File: config.mk
export PLATFORM = sky130hd
export DESIGN_NAME = io_regs_flat
export DESIGN_NICKNAME = d
export VERILOG_FILES = /design/src/verilog/floppy_io_pkg.sv /design/src/verilog/cpu_bus_if.sv /design/src/verilog/io_regs.sv /design/src/flat_wrapper.sv
export SDC_FILE = /design/constraint.sdc
export NUM_CORES = 1
export LEC_CHECK = 0
export BUFFER_PORTS_ARGS = -buffer_cell sky130_fd_sc_hd__buf_4
export CORE_ASPECT_RATIO = 1.4
export CORE_MARGIN = 4
export CORE_UTILIZATION = 47
export CTS_CLUSTER_DIAMETER = 60
export DETAILED_ROUTE_END_ITERATION = 6
export PLACE_DENSITY = 0.81
export SLEW_MARGIN = 20
export SYNTH_ARGS = -nofsm -noshare
export SYNTH_HDL_FRONTEND = slang
export SYNTH_SLANG_ARGS = --single-unit
File: constraint.sdc
create_clock -name clk -period 3 [get_ports clk]
set_input_delay 0.15 -clock clk [delete_from_list [all_inputs] [get_ports clk]]
set_output_delay 0.15 -clock clk [all_outputs]
set_load 0.01 [all_outputs]
File: src/verilog/floppy_io_pkg.sv
// floppy io shared definitions
`default_nettype none

package floppy_io_pkg;

    //////////////////////////////
    // address map and widths
    //////////////////////////////
    typedef logic [15:0] bus_addr_t;            // processor byte address
    typedef logic [15:0] bus_data_t;            // processor data word
    typedef logic [7:0]  byte_t;

    localparam logic [3:0] BMEM_HI_NIB = 4'hD;  // buffer window $d000-$d3ff
    localparam int         BMEM_WORDS  = 512;   // depth of each byte bank
    localparam int         BMEM_AW     = $clog2(BMEM_WORDS);

    localparam logic [7:0] IO_PAGE = 8'hFF;     // $ff00-$ffef, $fff0 up excluded

    //////////////////////////////
    // i/o port numbers
    //////////////////////////////
    localparam logic [7:0] PORT_JOY         = 8'd2;   // keyboard keys
    localparam logic [7:0] PORT_OSD_COMMAND = 8'd22;  // {romhold,f11,f12,hold}
    localparam logic [7:0] PORT_ROM_PAGE    = 8'd24;  // loader addr [21:16]
    localparam logic [7:0] PORT_ROM_ADDR    = 8'd26;  // loader addr [15:0], word port
    localparam logic [7:0] PORT_ROM_DATA    = 8'd28;  // data byte + write strobe
    localparam logic [7:0] PORT_WAVCTL      = 8'd30;  // playback control

    //////////////////////////////
    // wav player
    //////////////////////////////
    typedef enum logic [1:0] {
        RATE_44100 = 2'd0,
        RATE_22050 = 2'd1,
        RATE_48000 = 2'd2,
        RATE_2400  = 2'd3
    } wav_rate_t;

    localparam int PRESCALE = 4;        // clk / 4 feeds the rate divider

    // 24 MHz / 4 / rate
    localparam logic [11:0] TOP_44100 = 12'd136;
    localparam logic [11:0] TOP_22050 = 12'd272;
    localparam logic [11:0] TOP_48000 = 12'd125;
    localparam logic [11:0] TOP_2400  = 12'd2500;

    // wavctl register layout, bit 0 is en
    typedef struct packed {
        wav_rate_t rate;    // bits 3:2
        logic      ab;      // 0 plays even bytes, 1 plays odd bytes
        logic      en;      // playback enable
    } wavctl_t;

    typedef logic [5:0] rom_page_t;     // rom loader page, kvaz banks

endpackage

`default_nettype wire

File: src/verilog/cpu_bus_if.sv
// processor bus bundle
`timescale 1ns/10ps
`default_nettype none

interface cpu_bus_if
    import floppy_io_pkg::*;
();

    bus_addr_t addr;        // byte address
    bus_data_t wdata;       // write data, both bytes
    logic      rd;          // single cycle read
    logic [1:0] wr;         // byte strobes {odd,even}

    // processor side, drives the bus
    modport master (
        output addr,
        output wdata,
        output rd,
        output wr
    );

    // decoding blocks, buffer / wav / io regs
    modport slave (
        input addr,
        input wdata,
        input rd,
        input wr
    );

endinterface

`default_nettype wire

File: src/verilog/io_regs.sv
// i/o register block
`timescale 1ns/10ps
`default_nettype none

module io_regs
    import floppy_io_pkg::*;
(
    input  wire             clk,
    input  wire             reset_n,
    cpu_bus_if.slave        bus,
    input  wire [5:0]       i_keys,         // {reserved,left,right,up,down,enter}
    input  wire wavctl_t    i_wavctl,
    output bus_data_t       o_rdata,
    output rom_page_t       o_rom_page,
    output logic [15:0]     o_rom_addr,
    output byte_t           o_rom_data,
    output logic            o_rom_wr,       // one cycle per data write
    output byte_t           o_osd_command
);

    logic       io_sel;
    logic [7:0] port;
    logic       page_wr;
    logic       addr_wr;
    logic       data_wr;
    logic       osd_wr;
    bus_data_t  rd_mux;
    bus_data_t  rdata_q;

    // $ff00-$ffef
    assign io_sel = (bus.addr[15:8] == IO_PAGE) && (bus.addr[7:4] != 4'hF);
    assign port   = bus.addr[7:0];

    //////////////////////////////
    // write decode
    //////////////////////////////
    assign page_wr = io_sel && (port == PORT_ROM_PAGE) && bus.wr[0];      // byte
    assign addr_wr = io_sel && (port[7:1] == PORT_ROM_ADDR[7:1]) && |bus.wr; // 26/27, word
    assign data_wr = io_sel && (port == PORT_ROM_DATA) && bus.wr[0];      // byte
    assign osd_wr  = io_sel && (port == PORT_OSD_COMMAND) && bus.wr[0];

    always_ff @(posedge clk)
    begin
        if (!reset_n)
        begin
            o_rom_page    <= '0;
            o_rom_addr    <= '0;
            o_rom_data    <= '0;
            o_rom_wr      <= 1'b0;
            o_osd_command <= '0;
        end
        else
        begin
            o_rom_wr <= data_wr;                // strobe lines up with the data
            if (page_wr)
                o_rom_page <= bus.wdata[5:0];
            if (addr_wr)
                o_rom_addr <= bus.wdata;        // whole word on either strobe
            if (data_wr)
                o_rom_data <= bus.wdata[7:0];
            if (osd_wr)
                o_osd_command <= bus.wdata[7:0];
        end
    end

    //////////////////////////////
    // readback
    //////////////////////////////
    always_comb
    begin
        case (port)
            PORT_JOY:    rd_mux = {10'h0, i_keys};
            PORT_WAVCTL: rd_mux = {14'h0, i_wavctl.ab, i_wavctl.en};
            default:     rd_mux = '0;
        endcase
    end

    // value taken in the rd cycle, zero otherwise
    always_ff @(posedge clk)
    begin
        if (!reset_n)
            rdata_q <= '0;
        else
            rdata_q <= (io_sel && bus.rd) ? rd_mux : '0;
    end

    assign o_rdata = rdata_q;

endmodule

`default_nettype wire

File: src/flat_wrapper.sv
// flat-port wrapper written by rule: the top's interface ports become plain ports
module io_regs_flat import floppy_io_pkg::*;
  (clk, reset_n, i_keys, i_wavctl, o_rdata, o_rom_page, o_rom_addr, o_rom_data, o_rom_wr, o_osd_command, bus_addr, bus_wdata, bus_rd, bus_wr);
  cpu_bus_if bus_i ();
  input  wire clk;
  input  wire reset_n;
  input  wire [5:0] i_keys;
  input  wire wavctl_t i_wavctl;
  output bus_data_t o_rdata;
  output rom_page_t o_rom_page;
  output logic [15:0] o_rom_addr;
  output byte_t o_rom_data;
  output logic o_rom_wr;
  output byte_t o_osd_command;
  input wire logic [$bits(bus_i.addr)-1:0] bus_addr;
  input wire logic [$bits(bus_i.wdata)-1:0] bus_wdata;
  input wire logic [$bits(bus_i.rd)-1:0] bus_rd;
  input wire logic [$bits(bus_i.wr)-1:0] bus_wr;
  assign bus_i.addr = bus_addr;
  assign bus_i.wdata = bus_wdata;
  assign bus_i.rd = bus_rd;
  assign bus_i.wr = bus_wr;
  io_regs u_core (.clk(clk), .reset_n(reset_n), .bus(bus_i), .i_keys(i_keys), .i_wavctl(i_wavctl), .o_rdata(o_rdata), .o_rom_page(o_rom_page), .o_rom_addr(o_rom_addr), .o_rom_data(o_rom_data), .o_rom_wr(o_rom_wr), .o_osd_command(o_osd_command));
endmodule
==> results of run 1 <==
==> layout make-up <==
type | instances | share of cell area [%]
sequential | 45 | 35.0
tap | 42 | 2.04
inverter | 1 | 0.146
multi-input combinational | 134 | 33.1
timing repair buffer | 90 | 26.2
clock inverter | 1 | 0.292
clock buffer | 6 | 3.21
==> where the power goes <==
part | internal [W] | leakage [nW] | switching (W)
Sequential | 0.000597 | 0.362 | 0.00000000378
Combinational | 0.0000442 | 0.995 | 0.0000402
Clock | 0.000182 | 0.0433 | 0.000193
Total | 0.000823 | 1.40 | 0.000233
==> layer usage <==
metal | share of wire [%] | vias up | track usage (%)
met5 | 0 | - | 0
met4 | 1.8 | 0 | 7.16
met3 | 8.9 | 7 | 5.35
met2 | 55 | 62 | 35.2
met1 | 34 | 708 | 17.7
li1 | - | 786 | -
==> critical path: stages <==
cell and delay (ps):
buf_4 110, or3_4 420, nor2_1 220, nand4_1 560, mux2i_1 340
==> stage by stage <==
step	setup WS [ps]	std cells	instance area (sq um)	power (W)	utilization, %
2_1_floorplan	1540	198	1870	0.000651	-
3_3_place_gp	1110	312	2480	0.000695	67.0
3_5_place_dp	1100	312	2480	0.000695	67.0
4_1_cts	1410	319	2570	0.00107	69.4
5_1_grt	1310	319	2570	0.00110	69.4
6_report	1410	319	2570	0.00106	69.4
==> cell usage in the layout, fill, tap and decap left out <==
master	instances
inv_1	1
nor2_1	6
buf_4	90
conb_1	10
nand4_1	4
or3_4	1
nand3_1	2
nor2b_1	1
a32oi_1	2
and2_1	4
nor4_1	1
nor3_4	1
clkbuf_8	6
nor3_1	2
o2111ai_4	1
mux2i_1	38
clkinvlp_4	1
nand2_1	56
or2_2	1
nand3_2	1
dfxtp_1	45
or4b_2	1
or3b_2	1
nand4_2	1
==> kinds of logic after synthesis <==
family	count (synthesis)
buf+inv	19
other cells	1
mux	38
flops	45
compound gates	3
simple gates	83
==> sequential cells by signal (all words and copies together) (netlist names) <==
| name | flops |
|---|---|
| u_core.o_rom_data | 8 |
| u_core.o_rom_addr | 16 |
| u_core.o_rom_page | 6 |
| u_core.o_osd_command | 8 |
| u_core.o_rom_wr | 1 |
| u_core.o_rdata | 6 |
==> worst max path at each step <==
stage	startpoint	cells past startpoint	to
2_1_floorplan	bus_addr[5]	5	u_core.o_rom_addr[5]
4_1_cts	bus_addr[5]	5	u_core.o_rom_data[4]
3_5_place_dp	bus_addr[5]	5	u_core.o_rom_data[4]
6_report	bus_addr[5]	5	u_core.o_rom_data[4]
5_1_grt	bus_addr[5]	5	u_core.o_rom_data[6]
3_3_place_gp	bus_addr[5]	5	u_core.o_rom_data[4]
==> cell usage after synthesis (all sizes together) <==
cell type,count
a32oi,2
and2,4
buf,11
clkbuf,7
conb,1
dfxtp,45
inv,1
mux2i,38
nand2,56
nand3,3
nand4,5
nor2,6
nor2b,1
nor3,3
nor4,1
o2111ai,1
or2,1
or3,1
or3b,1
or4b,1
==> results_dict.tcl, run 1 <==
set metrics [dict create \
    slew_viol_final 0 \
    reg2reg_slack_ps 2370 \
    synth_fa_ha_area_share_pct 0 \
    cp.required_ps 3210 \
    clock_sinks 45 \
    register_area_sq_um 901 \
    clk_latency_ps 290 \
    end_kind "flip-flop" \
    crit_arrival_ps 1800 \
    fp.dieH_um 81.9 \
    synth_top_cell_area_share_pct 49.1 \
    hp-class "primary input to flip-flop" \
    synth-compound-area-share_pct 2.39 \
    timing.hold.ws_ps 55.4 \
    cap_violations 0 \
    synth-xor-area-share_pct 0 \
    leakage_nw 1.40 \
    start_util_pct 49.5 \
    synth.area.mux_share_pct 20.7 \
    fmax_ghz 0.629 \
    wirelength_um 4390 \
    reg2reg_to "u_core.o_rom_addr[0]" \
    yosys_warnings 0 \
    detail_route.wl_per_cell_um 13.8 \
    crit_type "primary input to flip-flop" \
    area_growth_pct 40.3 \
    grt_setup_unrepaired "no" \
    dr.pass1.iters 4 \
    grt_pass1_wl_um 6840 \
    ant_nets 0 \
    cts_tree "yes" \
    setup_tns_ps 0 \
    yosysTopAreaCell "dfxtp_1" \
    grt_pass1_vias 1557 \
    syn_avg_cell_area_sq_um 9.71 \
    drc_errors 0 \
    grt_max_degree 56 \
    synth-simple-area-share_pct 21.3 \
    crit_fanout 9 \
    antenna_found_initial 0 \
    setup_violations 0 \
    clk_pin_slew_ps 80 \
    r2r_cells 2 \
    ir_worst_vdd_uv 372 \
    grt_usage_pct 18.4 \
    finalHoldViolCount 0 \
    cts_setup_buffers 0 \
    drive_gt1_share_pct 37.9 \
    htreeDepth 2 \
    cts_hold_buffers 0 \
    whs_path_depth 2 \
    synth_seq_area_share_pct 49.1 \
    cts_buffers 5 \
    fill_cells 301 \
    period_share_pct 53.0 \
    netlist_top_cells_area "dfxtp_1 49%, mux2i_1 21%, nand2_1 11%" \
    drt_iter0_drc 30 \
    hpwl_um 3370 \
    cellPowerDensity_nw_per_um2 410 \
    die_x_um 60.8 \
    crit_path_start_kind "primary input" \
    worst_pin_slew_ps 758 \
    final_nets 324 \
    min_period_ps 1590 \
    ys_seq_elements 45 \
    min_from "i_keys[4]" \
    synth_top_family_by_area "simple AND/OR/NAND/NOR gates" \
    r2r_start "u_core.o_rom_addr[0]" \
    io_buffers 89 \
    synth_cell_types 24 \
    synth.cell_area_sq_um 1840 \
    core-area_sq_um 3710 \
    gp_congestion 0.746 \
    ctsResizeCount 0 \
    diodes 0 \
    vias_per_cell 4.90 \
    max_slew_margin_pct 49.4 \
    outcome "finished clean" \
    syn-instance-count 189 \
    multiInputGateArea_sq_um 852 \
    io_pins 102 \
    vias 1563 \
    clock_path_buffers 2 \
    grt_overflow_total 0 \
    die_area_sq_um 4980 \
    cts_root_buffer "clkbuf_8" \
    holdPathEnd "u_core.o_rdata[4]" \
    rows 26 \
    clock_skew_ps 0 \
]
No activity file was read; power rests on OpenSTA's default activity.
==> inputs of run 2 (changes only) <==
- CORE_UTILIZATION: 47 -> 39
- PLACE_DENSITY: 0.81 -> 0.72
- clock period: 3 -> 1.45 ns (I/O delays scaled with it)
==> results_dict.tcl, run 2 (same netlist as run 1, synthesis figures left out) <==
set metrics [dict create \
    power.internal_w 0.00168 \
    antenna_found_initial 0 \
    clock_skew_ps 0 \
    cp-startpoint "bus_addr[10]" \
    core-area_sq_um 4540 \
    critical_path.endpoint "u_core.o_rdata[2]" \
    die_area_sq_um 5880 \
    drive_gt1_share_pct 40.2 \
    grt_overflow_total 0 \
    clock_path_buffers 2 \
    area_growth_pct 51.1 \
    final_nets 342 \
    crit_path_start_kind "primary input" \
    p_switching_w 0.000523 \
    wl_met2_um 2460 \
    rows 29 \
    drc_errors 0 \
    finalWorstSetupSlack_ps 245 \
    switching_share_pct 23.7 \
    cp.required_ps 1690 \
    fmax_ghz 0.830 \
    combinationalPowerShare_pct 8.6 \
    r2r_cells 2 \
    r2r_start "u_core.o_rom_data[6]" \
    ir_worst_vdd_uv 522 \
    grt_pass1_wl_um 7250 \
    crit_fanout 4 \
    clk_latency_ps 290 \
    critical-path-max-stage-delay_ps 720 \
    reg2reg_slack_ps 820 \
    grt_max_degree 56 \
    dpl_cell_area_sq_um 2630 \
    vias 1631 \
    grt_setup_unrepaired "no" \
    routed.top_layer "met4" \
    layout_commonest_cell "buf_4" \
    cts_buffers 5 \
    leakage_nw 1.49 \
    ant_nets 0 \
    gp_congestion 0.751 \
    largest_register_ffs 16 \
    start_util_pct 40.5 \
    finalHoldViolCount 0 \
    regMostFlops "u_core.o_rom_addr" \
    worst_pin_slew_ps 503 \
    htreeDepth 2 \
    cts_root_buffer "clkbuf_8" \
    reg2reg_to "u_core.o_rom_data[6]" \
    reg_top3 "u_core.o_rom_addr x16, u_core.o_osd_command x8, u_core.o_rom_data x8" \
    cellPowerDensity_nw_per_um2 795 \
    cts_tree "yes" \
    ctsResizeCount 0 \
    fin_total_pwr_w 0.00220 \
    dr.pass1.iters 4 \
    slew_viol_final 0 \
    final_area_sq_um 2770 \
    final_cell_mix "101 x buf_4, 56 x nand2_1, 45 x dfxtp_1, 38 x mux2i_1, 10 x conb_1" \
    drt_iter0_drc 55 \
    drt-met1-wl_um 1680 \
    p_clk_share_pct 35.3 \
    max_slew_margin_pct 66.5 \
    wirelength_um 4540 \
    outcome "finished clean" \
    slowest_stage "or4b_2" \
    seqPwrFrac_pct 56.0 \
    path_common_cell "buf_4" \
    end_kind "flip-flop" \
    clock_sinks 45 \
    period_share_pct 83.1 \
    grt_usage_pct 16.1 \
    hp-class "primary input to flip-flop" \
    vias_per_cell 4.56 \
    cap_violations 0 \
    crit_type "primary input to flip-flop" \
    wl_met3_um 324 \
    die_x_um 66.0 \
    diodes 0 \
    grt_pass1_vias 1633 \
    io_pins 102 \
    hpwl_um 3540 \
    detail_route.wl_per_cell_um 12.7 \
    io_buffers 89 \
    fp.dieH_um 89.2 \
    utilization_pct 61.1 \
    min_period_ps 1200 \
    crit_chain "buf_4, nand4_1, or4b_2, nor4_1, buf_4, and2_1" \
    place_ws_ps -62.6 \
    setup_violations 0 \
    crit_arrival_ps 1450 \
    clk_pin_slew_ps 90 \
]
run 2: worst min-delay path by stage:
| stage | from | endpoint | slack, ps | cells past startpoint |
|---|---|---|---|---|
| final | bus_wdata[14] | u_core.o_rom_addr[14] | 20 | 3 |
| after global routing | bus_wdata[11] | u_core.o_rom_addr[11] | 20 | 3 |
| after CTS | bus_wdata[14] | u_core.o_rom_addr[14] | 10 | 3 |
| after detailed placement | i_keys[3] | u_core.o_rdata[3] | 280 | 2 |
| after global placement | i_keys[3] | u_core.o_rdata[3] | 270 | 2 |
| after floorplan | i_keys[2] | u_core.o_rdata[2] | 190 | 1 |
run 2: final cells by class:
cell class	count	area, sq um
fillers	420	1760
flip-flops and latches	45	901
multi-input cells	134	852
repair buffers	108	848
well taps	62	77.6
clock buffers	5	68.8
clock inverters	3	21.3
inverters	1	3.75
run 2: through the flow:
step                TNS [ps]  hold WS (ps)  std cells
finish                     0          20.5        358
global route               0          16.4        358
CTS                        0          10.6        358
detailed placement      -815           279        345
global placement        -346           275        345
floorplan                  0           194        198
run 2: critical path: cells and delay by family:
family | cells | cell delay (ps)
simple gates | 4 | 1130
buf+inv | 2 | 240
run 2: what timing repair did:
action / in CTS / in global routing
hold buffers: 5 / 0
setup buffers: 0 / 0
endpoints found under the hold margin: 5 / 0
run 2: power groups by stage:
stage	Clock [W]	Combinational, W	Sequential [W]
3_3_place_gp	0	0.000178	0.00126
5_1_grt	0.000870	0.000212	0.00123
4_1_cts	0.000806	0.000192	0.00123
6_report	0.000779	0.000191	0.00123
3_5_place_dp	0	0.000180	0.00126
2_1_floorplan	0	0.0000841	0.00126
run 2: metal layers:
layer	up-vias	GRT usage (%)
met2	61	30.7
met1	742	15.9
li1	822	-
met3	6	5.28
met5	-	0
met4	0	6.10
==> inputs of run 3 (changes only) <==
- CORE_UTILIZATION: 39 -> 44
- PLACE_DENSITY: 0.72 -> 0.77
- clock period: 1.45 -> 1.26 ns (I/O delays scaled with it)
==> results_dict.tcl, run 3 (same netlist as run 1, synthesis figures left out) <==
set metrics [dict create \
    outcome "finished clean" \
    final_cell_mix "104 x buf_4, 56 x nand2_1, 45 x dfxtp_1, 38 x mux2i_1, 10 x conb_1" \
    vias 1667 \
    critical-path-max-stage-delay_ps 410 \
    drt_iter0_drc 34 \
    clk_pin_slew_ps 80 \
    crit_fanout 9 \
    crit_arrival_ps 1350 \
    dpl_cell_area_sq_um 2630 \
    path_common_cell "buf_4" \
    cap_violations 0 \
    min_period_ps 1170 \
    worst_pin_slew_ps 519 \
    diodes 0 \
    power.internal_w 0.00195 \
    dp.cells 329 \
    clock_path_buffers 2 \
    clock_skew_ps 0 \
    crit_path_start_kind "primary input" \
    detail_route.wl_per_cell_um 13.5 \
    hp-class "primary input to flip-flop" \
    grt_max_degree 56 \
    met2_usage_pct 33.2 \
    die_area_sq_um 5280 \
    htreeDepth 2 \
    ant_nets 0 \
    dr.pass1.iters 4 \
    cts_tree "yes" \
    drive_gt1_share_pct 40.9 \
    setup_violations 0 \
    fmax_ghz 0.851 \
    final_area_sq_um 2800 \
    slowest_stage "or3_4" \
    grt_usage_pct 17.9 \
    grt_pass1_vias 1566 \
    path_buf_inv 2 \
    cts_buffers 5 \
    min_from "bus_wdata[15]" \
    gp_congestion 0.725 \
    use_met3_pct 4.82 \
    drc_errors 0 \
    clock_sinks 45 \
    cts_setup_buffers 0 \
    final_nets 347 \
    holdPathEnd "u_core.o_rom_addr[15]" \
    p_switching_w 0.000601 \
    switching_share_pct 23.6 \
    crit_type "primary input to flip-flop" \
    end_kind "flip-flop" \
    rows 27 \
    area_growth_pct 52.4 \
    ir_worst_vdd_uv 611 \
    p_clk_share_pct 34.9 \
    crit_chain "buf_4, or3_4, nor3_4, o2111ai_4, buf_4, mux2i_1" \
    finalWorstSetupSlack_ps 85.4 \
    finalHoldViolCount 0 \
    cp.required_ps 1440 \
    place_ws_ps -255 \
    cellPowerDensity_nw_per_um2 910 \
    combinationalPowerShare_pct 9.3 \
    reg2reg_slack_ps 640 \
    reg_top3 "u_core.o_rom_addr x16, u_core.o_osd_command x8, u_core.o_rom_data x8" \
    cts_root_buffer "clkbuf_8" \
    reg2reg_to "u_core.o_rom_data[4]" \
    start_util_pct 46.0 \
    grt_pass1_wl_um 7580 \
    largest_register_ffs 16 \
    core-area_sq_um 3990 \
    period_share_pct 93.2 \
    r2r_cells 2 \
    die_x_um 62.6 \
    fp.dieH_um 84.4 \
    r2r_start "u_core.o_rom_data[4]" \
    cp_top_family "simple AND/OR/NAND/NOR gates" \
    grt_overflow_total 0 \
    max_slew_margin_pct 65.4 \
    leakage_nw 1.52 \
    io_pins 102 \
    layout_commonest_cell "buf_4" \
    wirelength_um 4650 \
    regMostFlops "u_core.o_rom_addr" \
    grt_setup_unrepaired "no" \
    antenna_found_initial 0 \
    hpwl_um 3520 \
    slew_viol_final 0 \
    grt_use_met1_pct 19.2 \
    clk_latency_ps 290 \
    whs_path_depth 3 \
    vias_per_cell 4.85 \
    io_buffers 89 \
    setup_tns_ps 0 \
    seqPwrFrac_pct 55.8 \
    busiest_layer "met2" \
    stdcell_count 344 \
]
run 3: changes by cell type in the layout (fill, tap and decap cells not counted):
cell / delta
buf_4: +3
dlygate4sd3_1: +2
nor4_1: -1
nor4_2: +1
run 3: through the flow:
step / power, W / hold WS [ps] / utilization [%]
floorplan: 0.00155 / 185 / -
global placement: 0.00167 / 265 / 66.0
detailed placement: 0.00167 / 272 / 66.0
CTS: 0.00259 / 3.96 / 69.8
global route: 0.00267 / 20.3 / 70.2
finish: 0.00255 / 20.0 / 70.2
run 3: layout make-up:
class                   count  area [sq um]
clock buffers               5          68.8
clock inverters             3          21.3
fillers                   324          1190
inverters                   1          3.75
multi-input cells         134           858
flip-flops and latches     45           901
well taps                  43          53.8
repair buffers            113           891
run 3: what timing repair did:
item	in CTS	in global routing
endpoints found under the hold margin	6	1
setup endpoints to repair	0	2
hold buffers	6	1
gates resized for setup	0	1
run 3: metal layers:
| metal | part of all wire [%] | vias to the layer above |
|---|---|---|
| li1 | - | 838 |
| met1 | 38 | 761 |
| met2 | 54 | 62 |
| met3 | 6.2 | 6 |
| met4 | 1.6 | 0 |
| met5 | 0 | - |
run 3: power groups by stage:
stage	combinational [W]	sequential, W	clock, W
2_1_floorplan	0.0000966	0.00145	0
3_3_place_gp	0.000215	0.00145	0
3_5_place_dp	0.000218	0.00145	0
4_1_cts	0.000234	0.00142	0.000932
5_1_grt	0.000261	0.00142	0.000987
6_report	0.000236	0.00142	0.000890
run 3: how the worst max path moves through the flow:
stage	startpoint	end	slack (ps)	depth (start not counted)
2_1_floorplan	bus_addr[5]	u_core.o_rom_addr[5]	-100	5
3_3_place_gp	bus_addr[11]	u_core.o_rdata[5]	-190	6
3_5_place_dp	bus_addr[10]	u_core.o_rdata[5]	-260	6
4_1_cts	bus_addr[10]	u_core.o_rdata[5]	60	6
5_1_grt	bus_addr[5]	u_core.o_rom_addr[8]	30	6
6_report	bus_addr[5]	u_core.o_rom_addr[11]	90	6
run 3: worst min-delay path, cell delays in order:
cell and delay, ps:
buf_4 110, nand2_1 40, mux2i_1 50
