--- src/verilog/floppy_io_pkg.sv ---
// floppy io shared definitions
`default_nettype none

package floppy_io_pkg;

    //////////////////////////////
    // address map and widths
    //////////////////////////////
    typedef logic [15:0] bus_addr_t;            // processor byte address
    typedef logic [15:0] bus_data_t;            // processor data word
    typedef logic [7:0]  byte_t;

    localparam logic [3:0] BMEM_HI_NIB = 4'hD;  // buffer window $d000-$d3ff
    localparam int         BMEM_WORDS  = 512;   // depth of each byte bank
    localparam int         BMEM_AW     = $clog2(BMEM_WORDS);

    localparam logic [7:0] IO_PAGE = 8'hFF;     // $ff00-$ffef, $fff0 up excluded

    //////////////////////////////
    // i/o port numbers
    //////////////////////////////
    localparam logic [7:0] PORT_JOY         = 8'd2;   // keyboard keys
    localparam logic [7:0] PORT_OSD_COMMAND = 8'd22;  // {romhold,f11,f12,hold}
    localparam logic [7:0] PORT_ROM_PAGE    = 8'd24;  // loader addr [21:16]
    localparam logic [7:0] PORT_ROM_ADDR    = 8'd26;  // loader addr [15:0], word port
    localparam logic [7:0] PORT_ROM_DATA    = 8'd28;  // data byte + write strobe
    localparam logic [7:0] PORT_WAVCTL      = 8'd30;  // playback control

    //////////////////////////////
    // wav player
    //////////////////////////////
    typedef enum logic [1:0] {
        RATE_44100 = 2'd0,
        RATE_22050 = 2'd1,
        RATE_48000 = 2'd2,
        RATE_2400  = 2'd3
    } wav_rate_t;

    localparam int PRESCALE = 4;        // clk / 4 feeds the rate divider

    // 24 MHz / 4 / rate
    localparam logic [11:0] TOP_44100 = 12'd136;
    localparam logic [11:0] TOP_22050 = 12'd272;
    localparam logic [11:0] TOP_48000 = 12'd125;
    localparam logic [11:0] TOP_2400  = 12'd2500;

    // wavctl register layout, bit 0 is en
    typedef struct packed {
        wav_rate_t rate;    // bits 3:2
        logic      ab;      // 0 plays even bytes, 1 plays odd bytes
        logic      en;      // playback enable
    } wavctl_t;

    typedef logic [5:0] rom_page_t;     // rom loader page, kvaz banks

endpackage

`default_nettype wire

--- src/verilog/cpu_bus_if.sv ---
// processor bus bundle
`timescale 1ns/10ps
`default_nettype none

interface cpu_bus_if
    import floppy_io_pkg::*;
();

    bus_addr_t addr;        // byte address
    bus_data_t wdata;       // write data, both bytes
    logic      rd;          // single cycle read
    logic [1:0] wr;         // byte strobes {odd,even}

    // processor side, drives the bus
    modport master (
        output addr,
        output wdata,
        output rd,
        output wr
    );

    // decoding blocks, buffer / wav / io regs
    modport slave (
        input addr,
        input wdata,
        input rd,
        input wr
    );

endinterface

`default_nettype wire

--- src/verilog/wav_player.sv ---
// wav ping-pong player
`timescale 1ns/10ps
`default_nettype none

module wav_player
    import floppy_io_pkg::*;
(
    input  wire                 clk,
    input  wire                 reset_n,
    cpu_bus_if.slave            bus,
    output logic                o_wav_rd,       // buffer read request
    output logic [BMEM_AW-1:0]  o_wav_index,    // word index in the playing bank
    output logic                o_wav_ab,       // playing bank
    output wavctl_t             o_wavctl,       // for readback
    output byte_t               o_sample,
    input  wire byte_t          i_wav_byte      // buffer data, one cycle after rd
);

    localparam int PRE_W = $clog2(PRESCALE);

    logic                   io_sel;
    logic                   wavctl_wr;
    wavctl_t                wavctl;
    logic [PRE_W-1:0]       pre_cnt;
    logic                   pre_ce;
    logic [11:0]            div_top;
    logic [11:0]            div_cnt;
    logic                   tick;               // one per sample period
    logic [BMEM_AW-1:0]     index;
    logic [BMEM_AW-1:0]     index_next;
    logic                   rd_pend;            // step 1, read request out
    logic                   ld_pend;            // step 2, data back from buffer

    assign io_sel    = (bus.addr[15:8] == IO_PAGE) && (bus.addr[7:4] != 4'hF);
    assign wavctl_wr = io_sel && (bus.addr[7:0] == PORT_WAVCTL) && bus.wr[0];

    //////////////////////////////
    // rate generation
    //////////////////////////////
    always_comb
    begin
        case (wavctl.rate)
            RATE_44100: div_top = TOP_44100;
            RATE_22050: div_top = TOP_22050;
            RATE_48000: div_top = TOP_48000;
            default:    div_top = TOP_2400;
        endcase
    end

    assign pre_ce = (pre_cnt == '0);
    assign tick   = pre_ce && (div_cnt == '0);    // period PRESCALE * top

    always_ff @(posedge clk)
    begin
        if (!reset_n)
        begin
            pre_cnt <= '0;
            div_cnt <= '0;
        end
        else
        begin
            pre_cnt <= (pre_cnt == PRE_W'(PRESCALE - 1)) ? '0 : pre_cnt + 1'b1;   // free running
            if (pre_ce)
                div_cnt <= (div_cnt == div_top - 1'b1) ? '0 : div_cnt + 1'b1;
        end
    end

    //////////////////////////////
    // index, a/b and sample
    //////////////////////////////
    assign index_next = index + 1'b1;

    always_ff @(posedge clk)
    begin
        if (!reset_n)
        begin
            wavctl   <= '0;
            index    <= '0;
            rd_pend  <= 1'b0;
            ld_pend  <= 1'b0;
            o_sample <= '0;
        end
        else
        begin
            rd_pend <= 1'b0;
            ld_pend <= rd_pend;                 // buffer answers a cycle later

            if (tick && wavctl.en)
            begin
                index   <= index_next;          // advance first, then read
                rd_pend <= 1'b1;
                if (index_next == '0)
                    wavctl.ab <= ~wavctl.ab;    // wrapped, switch halves
            end

            if (ld_pend)
                o_sample <= i_wav_byte;

            // start/stop, restart from index 0
            if (wavctl_wr)
            begin
                wavctl <= wavctl_t'(bus.wdata[3:0]);
                index  <= '0;
            end
        end
    end

    assign o_wav_rd    = rd_pend;
    assign o_wav_index = index;
    assign o_wav_ab    = wavctl.ab;
    assign o_wavctl    = wavctl;

endmodule

`default_nettype wire

--- src/flat_wrapper.sv ---
// flat-port wrapper written by rule: the top's interface ports become plain ports
module wav_player_flat import floppy_io_pkg::*;
  (clk, reset_n, o_wav_rd, o_wav_index, o_wav_ab, o_wavctl, o_sample, i_wav_byte, bus_addr, bus_wdata, bus_rd, bus_wr);
  cpu_bus_if bus_i ();
  input  wire clk;
  input  wire reset_n;
  output logic o_wav_rd;
  output logic [BMEM_AW-1:0] o_wav_index;
  output logic o_wav_ab;
  output wavctl_t o_wavctl;
  output byte_t o_sample;
  input  wire byte_t i_wav_byte;
  input wire logic [$bits(bus_i.addr)-1:0] bus_addr;
  input wire logic [$bits(bus_i.wdata)-1:0] bus_wdata;
  input wire logic [$bits(bus_i.rd)-1:0] bus_rd;
  input wire logic [$bits(bus_i.wr)-1:0] bus_wr;
  assign bus_i.addr = bus_addr;
  assign bus_i.wdata = bus_wdata;
  assign bus_i.rd = bus_rd;
  assign bus_i.wr = bus_wr;
  wav_player u_core (.clk(clk), .reset_n(reset_n), .bus(bus_i), .o_wav_rd(o_wav_rd), .o_wav_index(o_wav_index), .o_wav_ab(o_wav_ab), .o_wavctl(o_wavctl), .o_sample(o_sample), .i_wav_byte(i_wav_byte));
endmodule
--- config.mk ---
export PLATFORM = sky130hd
export DESIGN_NAME = wav_player_flat
export DESIGN_NICKNAME = d
export VERILOG_FILES = /design/src/verilog/floppy_io_pkg.sv /design/src/verilog/cpu_bus_if.sv /design/src/verilog/wav_player.sv /design/src/flat_wrapper.sv
export SDC_FILE = /design/constraint.sdc
export NUM_CORES = 1
export LEC_CHECK = 0
export BUFFER_PORTS_ARGS = -buffer_cell sky130_fd_sc_hd__buf_2
export CAP_MARGIN = 40
export CORE_MARGIN = 2
export CORE_UTILIZATION = 49
export CTS_CLUSTER_DIAMETER = 30
export DETAILED_ROUTE_END_ITERATION = 10
export GPL_ROUTABILITY_DRIVEN = 0
export PLACE_DENSITY_LB_ADDON = 0.1
export SETUP_SLACK_MARGIN = 0.02
export SLEW_MARGIN = 10
export SYNTH_ARGS = -nofsm -noshare
export SYNTH_HDL_FRONTEND = slang
export SYNTH_SLANG_ARGS = --single-unit
--- constraint.sdc ---
create_clock -name clk -period 2.9 [get_ports clk]
set_clock_uncertainty 0.15 [all_clocks]
set_input_delay 0.435 -clock clk [delete_from_list [all_inputs] [get_ports clk]]
set_output_delay 0.435 -clock clk [all_outputs]
set_load 0.05 [all_outputs]
==> results of run 1 <==
## metal layers
| metal | global-route usage (%) | up-vias |
|---|---|---|
| met5 | 0 | - |
| met3 | 4.259 | 7 |
| met1 | 22.04 | 706 |
| met2 | 30.50 | 29 |
| li1 | - | 817 |
| met4 | 9.949 | 0 |
## final timing paths
path              slack [ns]  cells after the start                from            endpoint
setup / recovery        0.56                      9  u_core.o_wavctl[3]  u_core.div_cnt[11]
hold / removal          0.23                      3       i_wav_byte[7]  u_core.o_sample[7]
setup reg to reg        0.56                      9  u_core.o_wavctl[3]  u_core.div_cnt[11]
hold reg to reg         0.32                      1     u_core.o_wav_rd      u_core.ld_pend
## cell type report
class                   count  area [sq um]  share of cell area, %
well taps                  48         60.06                  2.620
flip-flops and latches     37         740.7                  32.31
inverters                   9         33.78                  1.474
clock inverters             1         5.005                 0.2183
multi-input cells         161          1084                  47.27
clock buffers               7         96.34                  4.203
repair buffers             54         272.8                  11.90
## cells in the mapped netlist, types with 2 or more instances
cell type,instances,area share [%]
buf_6,2,1.2
dfxtp_1,37,39
a211oi_1,2,0.79
and2_1,3,0.99
buf_4,2,0.79
xnor2_1,14,6.4
a21oi_1,2,0.53
and3_1,5,1.6
inv_1,9,1.8
ha_1,11,7.2
mux2i_1,14,7.4
nand4_1,5,1.6
nand2_1,20,3.9
nand3_1,5,1.3
o21ai_0,3,0.79
nor3_1,5,1.3
xor2_1,11,5.1
nor2_1,44,8.7
## cell families (layout without fill, tap and decap cells)
group | count (synthesis) | in the layout | synth area share [%]
flip-flops | 37 | 37 | 38.92
XOR/XNOR | 25 | 25 | 11.51
AND/OR/NAND/NOR | 99 | 99 | 26.56
AO/OA/AOI/OAI | 12 | 12 | 4.274
multiplexers | 14 | 14 | 7.363
buffers and inverters | 15 | 71 | 4.141
adder cells (fa/ha/maj) | 11 | 11 | 7.232
## stage by stage
stage,power [mW],instance area [sq um],util (%),setup slack [ns],instances
2_1_floorplan,0.5977,1903,-,0.3344,213
3_3_place_gp,0.6248,2191,59.40,0.5593,309
3_5_place_dp,0.6268,2191,59.40,0.5366,309
4_1_cts,1.021,2292,62.14,0.5125,317
5_1_grt,1.047,2292,62.14,0.3951,317
6_report,1.004,2292,62.14,0.5581,317
## worst min-delay path, stage by stage
cell and delay, ns:
buf_2 0.07, mux2i_1 0.05, nor2_1 0.07
## state kept, by name (all words and copies together), names as in the netlist
name,flops
u_core.o_wavctl,3
u_core.o_wav_index,9
u_core.o_wav_ab,1
u_core.pre_cnt,2
u_core.o_wav_rd,1
u_core.o_sample,8
u_core.ld_pend,1
u_core.div_cnt,12
## power by group through the flow
| stage | sequential [mW] | combinational, mW | clock, mW |
|---|---|---|---|
| 6_report | 0.534 | 0.0813 | 0.390 |
| 5_1_grt | 0.535 | 0.0918 | 0.420 |
| 4_1_cts | 0.533 | 0.0823 | 0.405 |
| 3_5_place_dp | 0.545 | 0.0818 | 0 |
| 3_3_place_gp | 0.545 | 0.0802 | 0 |
| 2_1_floorplan | 0.541 | 0.0569 | 0 |
==> results.sh, run 1 <==
export IMPL_status="finished clean"
export IMPL_diodes=0
export IMPL_grt_pass1_vias=1431
export IMPL_ys_seq_area_share_pct=38.92
export IMPL_fillers=365
export IMPL_required_ns=2.93
export IMPL_ir_drop_uv=229.3
export IMPL_cts_setup_buffers=0
export IMPL_critPathMaxStageDelay_ns=0.53
export IMPL_synth_ff_type="dfxtp_1"
export IMPL_highest_layer="met4"
export IMPL_core_area_sq_mm=0.003689
export IMPL_grt_overflow=0
export IMPL_synth_edf_count=0
export IMPL_final_max_slew_viol_count=0
export IMPL_clk_pin_slew_ns=0.07
export IMPL_async_reset_ff_share_pct=0
export IMPL_wl_met1_microns=1678
export IMPL_final_common_cell="buf_2"
export IMPL_std_cell_rows=22
export IMPL_rsz0062_at_grt="no"
export IMPL_htreeDepth=2
export IMPL_fmax_ghz=0.4270
export IMPL_start_kind="register"
export IMPL_synth_cell_types=37
export IMPL_path_cells="inv_1 > ha_1 > nor2_1 > nand2_1 > xnor2_1 > or4_1 > o31ai_2 > buf_4 > nor2_1"
export IMPL_intPower_uw=774.9
export IMPL_cts_buffer_depth=2
export IMPL_final_layout_size_suffix_gt1_share_pct=26.39
export IMPL_vias_per_cell=4.918
export IMPL_postRouteAntennaNets=0
export IMPL_setup_tns_ns=0
export IMPL_cp_common_cell="nor2_1"
export IMPL_wl_met3_microns=148
export IMPL_cts_tree="yes"
export IMPL_cellPowerDensity_mw_per_mm2=438.2
export IMPL_wl_per_cell_microns=11.47
export IMPL_post_route_period_util_pct=80.76
export IMPL_cts_sinks=37
export IMPL_path_class="register to register"
export IMPL_switching_share_pct=22.85
export IMPL_final_nets=324
export IMPL_insertion_delay_ns=0.29
export IMPL_finalHoldViolations=0
export IMPL_setup_violations_final=0
export IMPL_start_util_pct=51.59
export IMPL_cts_resized=0
export IMPL_p_leak_nw=1.025
export IMPL_power_switching_uw=229.5
export IMPL_first_iter_violations=77
export IMPL_finalWirelength_microns=3636
export IMPL_min_period_ns=2.342
export IMPL_synth_seq_cells=37
export IMPL_cp_arrival_ns=2.37
export IMPL_dr_pass1_iters=4
export IMPL_crit_path_end_kind="register"
export IMPL_track_usage_pct=18.47
export IMPL_wl_met2_microns=1732
export IMPL_antenna_found_initial=0
export IMPL_die_x_microns=66.32
export IMPL_grt_max_degree=15
export IMPL_port_buffers=53
export IMPL_syn_inst=213
export IMPL_synth_avg_cell_area_sq_um=8.935
export IMPL_timing_hold_ws_ns=0.2330
export IMPL_relSlewSlack_pct=70.37
export IMPL_grt_pass1_wl_microns=6182
export IMPL_critPathTopFamily="simple AND/OR/NAND/NOR gates"
export IMPL_path_buf_inv=2
export IMPL_dieArea_sq_mm=0.004398
export IMPL_final_cell_mix="buf_2 (53), nor2_1 (44), dfxtp_1 (37)"
export IMPL_hold_class="input port to register"
export IMPL_io_pins=68
export IMPL_cts_buffers=5
export IMPL_slowest_stage="or4_1"
export IMPL_synthToLayoutAreaGrowth_pct=20.45
export IMPL_dp_hpwl_microns=2767
export IMPL_clockPowerShare_pct=38.8
export IMPL_dr_total_vias=1559
export IMPL_synthesis_area_sq_mm=0.001903
export IMPL_crit_fanout=12
export IMPL_pwr_share_seq_pct=53.1
export IMPL_combinationalPowerShare_pct=8.1
export IMPL_fp_dieH_microns=66.32
export IMPL_synth_warnings=0
export IMPL_syn_num_nets=269
export IMPL_tightest_slew_ns=0.4438
export IMPL_drc_errors=0
export IMPL_cts_hold_buffers_added=0
export IMPL_clockRootBuffer="clkbuf_8"
export IMPL_cap_violations=0
Power figures use the tool's default switching activity.
==> run 2: changes to the inputs <==
--- a/config.mk
+++ b/config.mk
@@ -8,7 +8,7 @@
 export BUFFER_PORTS_ARGS = -buffer_cell sky130_fd_sc_hd__buf_2
 export CAP_MARGIN = 40
 export CORE_MARGIN = 2
-export CORE_UTILIZATION = 49
+export CORE_UTILIZATION = 44
 export CTS_CLUSTER_DIAMETER = 30
 export DETAILED_ROUTE_END_ITERATION = 10
 export GPL_ROUTABILITY_DRIVEN = 0
==> constraint.sdc (replaced) <==
create_clock -name clk -period 1.95 [get_ports clk]
set_clock_uncertainty 0.15 [all_clocks]
set_input_delay 0.2925 -clock clk [delete_from_list [all_inputs] [get_ports clk]]
set_output_delay 0.2925 -clock clk [all_outputs]
set_load 0.05 [all_outputs]
==> run 2 against run 1 <==
Net effect: the flow now finishes with violations (negative setup slack); critical path depth unchanged; count of clock-buffer cells in the layout down 1; maximum frequency rose by 15%; register-to-register slack worse by 0.64 ns; cell count is 5.7% higher; wire length up 7.0%.
==> results.sh, run 2 (synthesis gave the netlist of run 1 again) <==
export IMPL_multi_input_area_sq_mm=0.001165
export IMPL_violations="negative setup slack"
export IMPL_timing_hold_ws_ns=0.07961
export IMPL_postRouteAntennaNets=0
export IMPL_final_common_cell="buf_2"
export IMPL_final_layout_size_suffix_gt1_share_pct=40.35
export IMPL_setup_violations_final=12
export IMPL_grt_pass1_vias=1457
export IMPL_io_pins=68
export IMPL_min_period_ns=2.033
export IMPL_fillers=362
export IMPL_wl_met2_microns=1824
export IMPL_wl_met1_microns=1820
export IMPL_p_leak_nw=1.102
export IMPL_crit_path_end_kind="register"
export IMPL_port_buffers=53
export IMPL_largest_register="u_core.div_cnt"
export IMPL_grt_pass1_wl_microns=6479
export IMPL_fmax_ghz=0.4920
export IMPL_dieArea_sq_mm=0.004867
export IMPL_cts_tree="yes"
export IMPL_first_iter_violations=39
export IMPL_final_area_sq_mm=0.002519
export IMPL_diodes=0
export IMPL_dr_total_vias=1602
export IMPL_clk_pin_slew_ns=0.08
export IMPL_clockRootBuffer="clkbuf_8"
export IMPL_final_max_slew_viol_count=0
export IMPL_cts_hold_buffers_added=0
export IMPL_htreeDepth=2
export IMPL_fp_dieH_microns=69.77
export IMPL_ff_latch_area_sq_um=758.2
export IMPL_crit_fanout=7
export IMPL_finalHoldViolations=0
export IMPL_antenna_found_initial=0
export IMPL_p_total_mw=1.520
export IMPL_highest_layer="met4"
export IMPL_path_class="register to register"
export IMPL_status="complete, but fails checks"
export IMPL_ir_drop_uv=367.0
export IMPL_final_cell_mix="buf_2 (53), nor2_1 (39), dfxtp_1 (27)"
export IMPL_rsz0062_at_grt="yes"
export IMPL_die_x_microns=69.77
export IMPL_std_cell_rows=23
export IMPL_tightest_slew_ns=0.4403
export IMPL_cts_buffer_depth=2
export IMPL_cellPowerDensity_mw_per_mm2=603.3
export IMPL_start_kind="register"
export IMPL_largest_reg_flops=12
export IMPL_place_area_sq_mm=0.002369
export IMPL_synthToLayoutAreaGrowth_pct=32.35
export IMPL_fin_cells=335
export IMPL_cap_violations=0
export IMPL_grt_overflow=0
export IMPL_start_util_pct=46.57
export IMPL_cp_arrival_ns=2.07
export IMPL_dp_cells=326
export IMPL_insertion_delay_ns=0.30
export IMPL_wl_per_cell_microns=11.61
export IMPL_core_area_sq_mm=0.004086
export IMPL_dp_hpwl_microns=3000
export IMPL_setup_tns_ns=-0.8892
export IMPL_wl_met3_microns=178
export IMPL_cts_sinks=37
export IMPL_drc_errors=0
export IMPL_post_route_period_util_pct=104.2
export IMPL_cts_buffers=5
export IMPL_vias_per_cell=4.782
export IMPL_track_usage_pct=16.86
export IMPL_dr_pass1_iters=4
export IMPL_required_ns=1.99
export IMPL_hold_class="input port to register"
export IMPL_worst_slack_ns=-0.08261
export IMPL_finalWirelength_microns=3889
export IMPL_relSlewSlack_pct=70.61
export IMPL_grt_max_degree=15
export IMPL_final_nets=340
run 2: worst paths after layout:
check                          start                  to  slack (ns)  cells past startpoint
setup / recovery  u_core.o_wavctl[2]   u_core.div_cnt[0]       -0.08                      9
hold / removal         i_wav_byte[5]  u_core.o_sample[5]        0.08                      3
setup reg to reg  u_core.o_wavctl[2]   u_core.div_cnt[0]       -0.08                      9
hold reg to reg   u_core.o_sample[1]  u_core.o_sample[1]        0.34                      2
run 2: timing repair:
action,CTS,global route
hold endpoints to repair,0,0
gates resized for setup,5,9
gates cloned,0,0
setup buffers,1,0
pin swaps,10,5
setup endpoints to repair,12,14
run 2: critical path, stage by stage (launching register included):
cell and delay, ns:
dfxtp_4 0.38, inv_4 0.07, ha_4 0.12, inv_2 0.04, a21oi_2 0.12, a21oi_2 0.06
or4_4 0.55, o31ai_4 0.22, buf_6 0.17, nor2_1 0.05
run 2: stage by stage:
| stage | setup slack, ns | utilization (%) |
|---|---|---|
| floorplan | -0.1019 | - |
| global placement | -0.04675 | 57.96 |
| detailed placement | -0.07981 | 57.96 |
| CTS | -0.08961 | 60.87 |
| global route | -0.1971 | 61.64 |
| finish | -0.08261 | 61.64 |
run 2: layer usage:
metal	global-route usage (%)	up-vias
met3	5.669	5
met5	0	-
met2	28.04	28
met1	20.04	717
li1	-	852
met4	6.410	0
run 2: power by group:
| part | leakage, nW | switching [mW] | internal [mW] | total (mW) |
|---|---|---|---|---|
| Clock | 0.0512 | 0.281 | 0.286 | 0.567 |
| Sequential | 0.305 | 0.0103 | 0.769 | 0.780 |
| Combinational | 0.747 | 0.0815 | 0.0912 | 0.173 |
run 2: area by class of cell:
type | count | area share, %
inverter | 9 | 1.441
multi-input combinational | 161 | 46.25
clock inverter | 2 | 0.5464
timing repair buffer | 70 | 15.90
clock buffer | 6 | 3.279
tap | 50 | 2.484
sequential | 37 | 30.10
==> run 3: changes to the inputs <==
==> constraint.sdc (replaced) <==
create_clock -name clk -period 1.95 [get_ports clk]
set_clock_uncertainty 0.15 [all_clocks]
set_input_delay 0.39 -clock clk [delete_from_list [all_inputs] [get_ports clk]]
set_output_delay 0.39 -clock clk [all_outputs]
set_load 0.05 [all_outputs]
==> run 3 against run 2 <==
Net effect: the run still ends with negative setup slack left; combinational power barely moved; highest routed layer unchanged; first-iteration DRC count shrank 36%; power down 0.96%; register-to-register slack about the same; critical path depth did not move; sequential power about the same; sequential cell count unchanged.
==> results.sh, run 3 (synthesis gave the netlist of run 1 again) <==
export IMPL_finalWirelength_microns=3838
export IMPL_largest_reg_flops=12
export IMPL_synthToLayoutAreaGrowth_pct=31.30
export IMPL_setup_violations_final=12
export IMPL_post_route_period_util_pct=103.8
export IMPL_cellPowerDensity_mw_per_mm2=602.4
export IMPL_std_cell_rows=23
export IMPL_vias_per_cell=4.731
export IMPL_min_period_ns=2.023
export IMPL_core_area_sq_mm=0.004086
export IMPL_diodes=0
export IMPL_tightest_slew_ns=0.4362
export IMPL_start_util_pct=46.57
export IMPL_grt_max_degree=15
export IMPL_crit_path_end_kind="register"
export IMPL_path_buf_inv=3
export IMPL_cap_violations=0
export IMPL_first_iter_violations=25
export IMPL_track_usage_pct=16.33
export IMPL_place_area_sq_mm=0.002369
export IMPL_final_common_cell="buf_2"
export IMPL_fmax_ghz=0.4943
export IMPL_r2r_end="u_core.div_cnt[3]"
export IMPL_critPathMaxStageDelay_ns=0.55
export IMPL_path_cells="inv_4 > ha_4 > inv_2 > a21oi_2 > a21oi_1 > or4_4 > o31ai_4 > buf_6 > nor2_1"
export IMPL_drc_errors=0
export IMPL_cts_buffers=5
export IMPL_fp_dieH_microns=69.77
export IMPL_whs_path_depth=3
export IMPL_relSlewSlack_pct=70.88
export IMPL_wl_per_cell_microns=11.49
export IMPL_min_to="u_core.o_sample[5]"
export IMPL_hold_class="input port to register"
export IMPL_insertion_delay_ns=0.29
export IMPL_grt_pass1_wl_microns=6541
export IMPL_clk_pin_slew_ns=0.07
export IMPL_dr_total_vias=1580
export IMPL_grt_pass1_vias=1479
export IMPL_crit_fanout=7
export IMPL_final_nets=339
export IMPL_setup_tns_ns=-0.7642
export IMPL_antenna_found_initial=0
export IMPL_fillers=373
export IMPL_critPathTopFamily="simple AND/OR/NAND/NOR gates"
export IMPL_status="complete, but fails checks"
export IMPL_final_layout_size_suffix_gt1_share_pct=36.97
export IMPL_final_max_slew_viol_count=0
export IMPL_dp_hpwl_microns=2986
export IMPL_final_cell_mix="buf_2 (53), nor2_1 (44), dfxtp_1 (28)"
export IMPL_path_class="register to register"
export IMPL_violations="negative setup slack"
export IMPL_required_ns=1.98
export IMPL_final_area_sq_mm=0.002499
export IMPL_cp_arrival_ns=2.06
export IMPL_cts_hold_buffers_added=0
export IMPL_p_leak_nw=1.104
export IMPL_dr_pass1_iters=4
export IMPL_hp_start="i_wav_byte[5]"
export IMPL_grt_overflow=0
export IMPL_ff2ff_path_depth=9
export IMPL_cp_startpoint="u_core.o_wavctl[2]"
export IMPL_start_kind="register"
export IMPL_cts_tree="yes"
export IMPL_worst_slack_ns=-0.07326
export IMPL_r2r_start="u_core.o_wavctl[2]"
export IMPL_port_buffers=53
export IMPL_die_x_microns=69.77
export IMPL_pre_cts_slack_ns=-0.07039
export IMPL_cts_buffer_depth=2
export IMPL_dieArea_sq_mm=0.004867
export IMPL_ir_drop_uv=377.2
export IMPL_clockRootBuffer="clkbuf_8"
export IMPL_slowest_stage="or4_4"
export IMPL_postRouteAntennaNets=0
export IMPL_largest_register="u_core.div_cnt"
export IMPL_htreeDepth=2
export IMPL_cts_sinks=37
export IMPL_finalHoldViolations=0
export IMPL_r2r_slack_ns=-0.07
export IMPL_timing_hold_ws_ns=0.1849
export IMPL_rsz0062_at_grt="yes"
export IMPL_io_pins=68
-- run 3: cell types whose count changed in the layout (fill, tap and decap cells not counted), sizes merged --
cell	change
buf	-1
-- run 3: layer usage --
layer	share of wire, %	track usage [%]	vias to the layer above
li1	-	-	845
met1	47	20.16	707
met2	48	27.94	24
met3	3.8	4.797	4
met4	0.60	3.846	0
met5	0	0	-
-- run 3: per-stage QoR --
stage	util [%]	total power [mW]	instances
2_1_floorplan	-	0.8880	213
3_3_place_gp	57.96	0.9609	326
3_5_place_dp	57.96	0.9645	326
4_1_cts	60.41	1.536	334
5_1_grt	61.15	1.589	334
6_report	61.15	1.505	334
-- run 3: worst max path at each step --
stage	to	slack (ns)	depth (start not counted)
6_report	u_core.div_cnt[3]	-0.07	9
5_1_grt	u_core.div_cnt[4]	-0.16	9
3_3_place_gp	u_core.div_cnt[1]	-0.05	9
2_1_floorplan	u_core.div_cnt[9]	-0.10	8
4_1_cts	u_core.div_cnt[7]	-0.08	9
3_5_place_dp	u_core.div_cnt[11]	-0.07	9
-- run 3: area by class of cell --
cell class              count  area (sq um)  area share [%]
multi-input cells         161          1154           46.17
flip-flops and latches     37         757.0           30.30
repair buffers             69         392.9           15.72
clock buffers               6         82.58           3.305
well taps                  50         62.56           2.504
inverters                   9         36.28           1.452
clock inverters             2         13.76          0.5508
-- run 3: power by group --
part / total (mW) / internal, mW / switching, mW
combinational: 0.170 / 0.0888 / 0.0810
sequential: 0.778 / 0.769 / 0.00952
clock: 0.557 / 0.286 / 0.271
total: 1.51 / 1.14 / 0.361
-- run 3: repair_timing --
action / in CTS / in global routing
pin swaps: 2 / 3
gates resized for setup: 1 / 5
buffers inserted: 0 / 0
setup endpoints to repair: 12 / 14
-- run 3: worst reg2reg max path: cells and delay by family, from the launching register on --
kind / cells / cell delay [ns]
adders and majority gates: 1 / 0.12
buffers and inverters: 3 / 0.27
and+or+nand+nor: 2 / 0.60
AOI/OAI and AO/OA: 3 / 0.39
DFF: 1 / 0.38
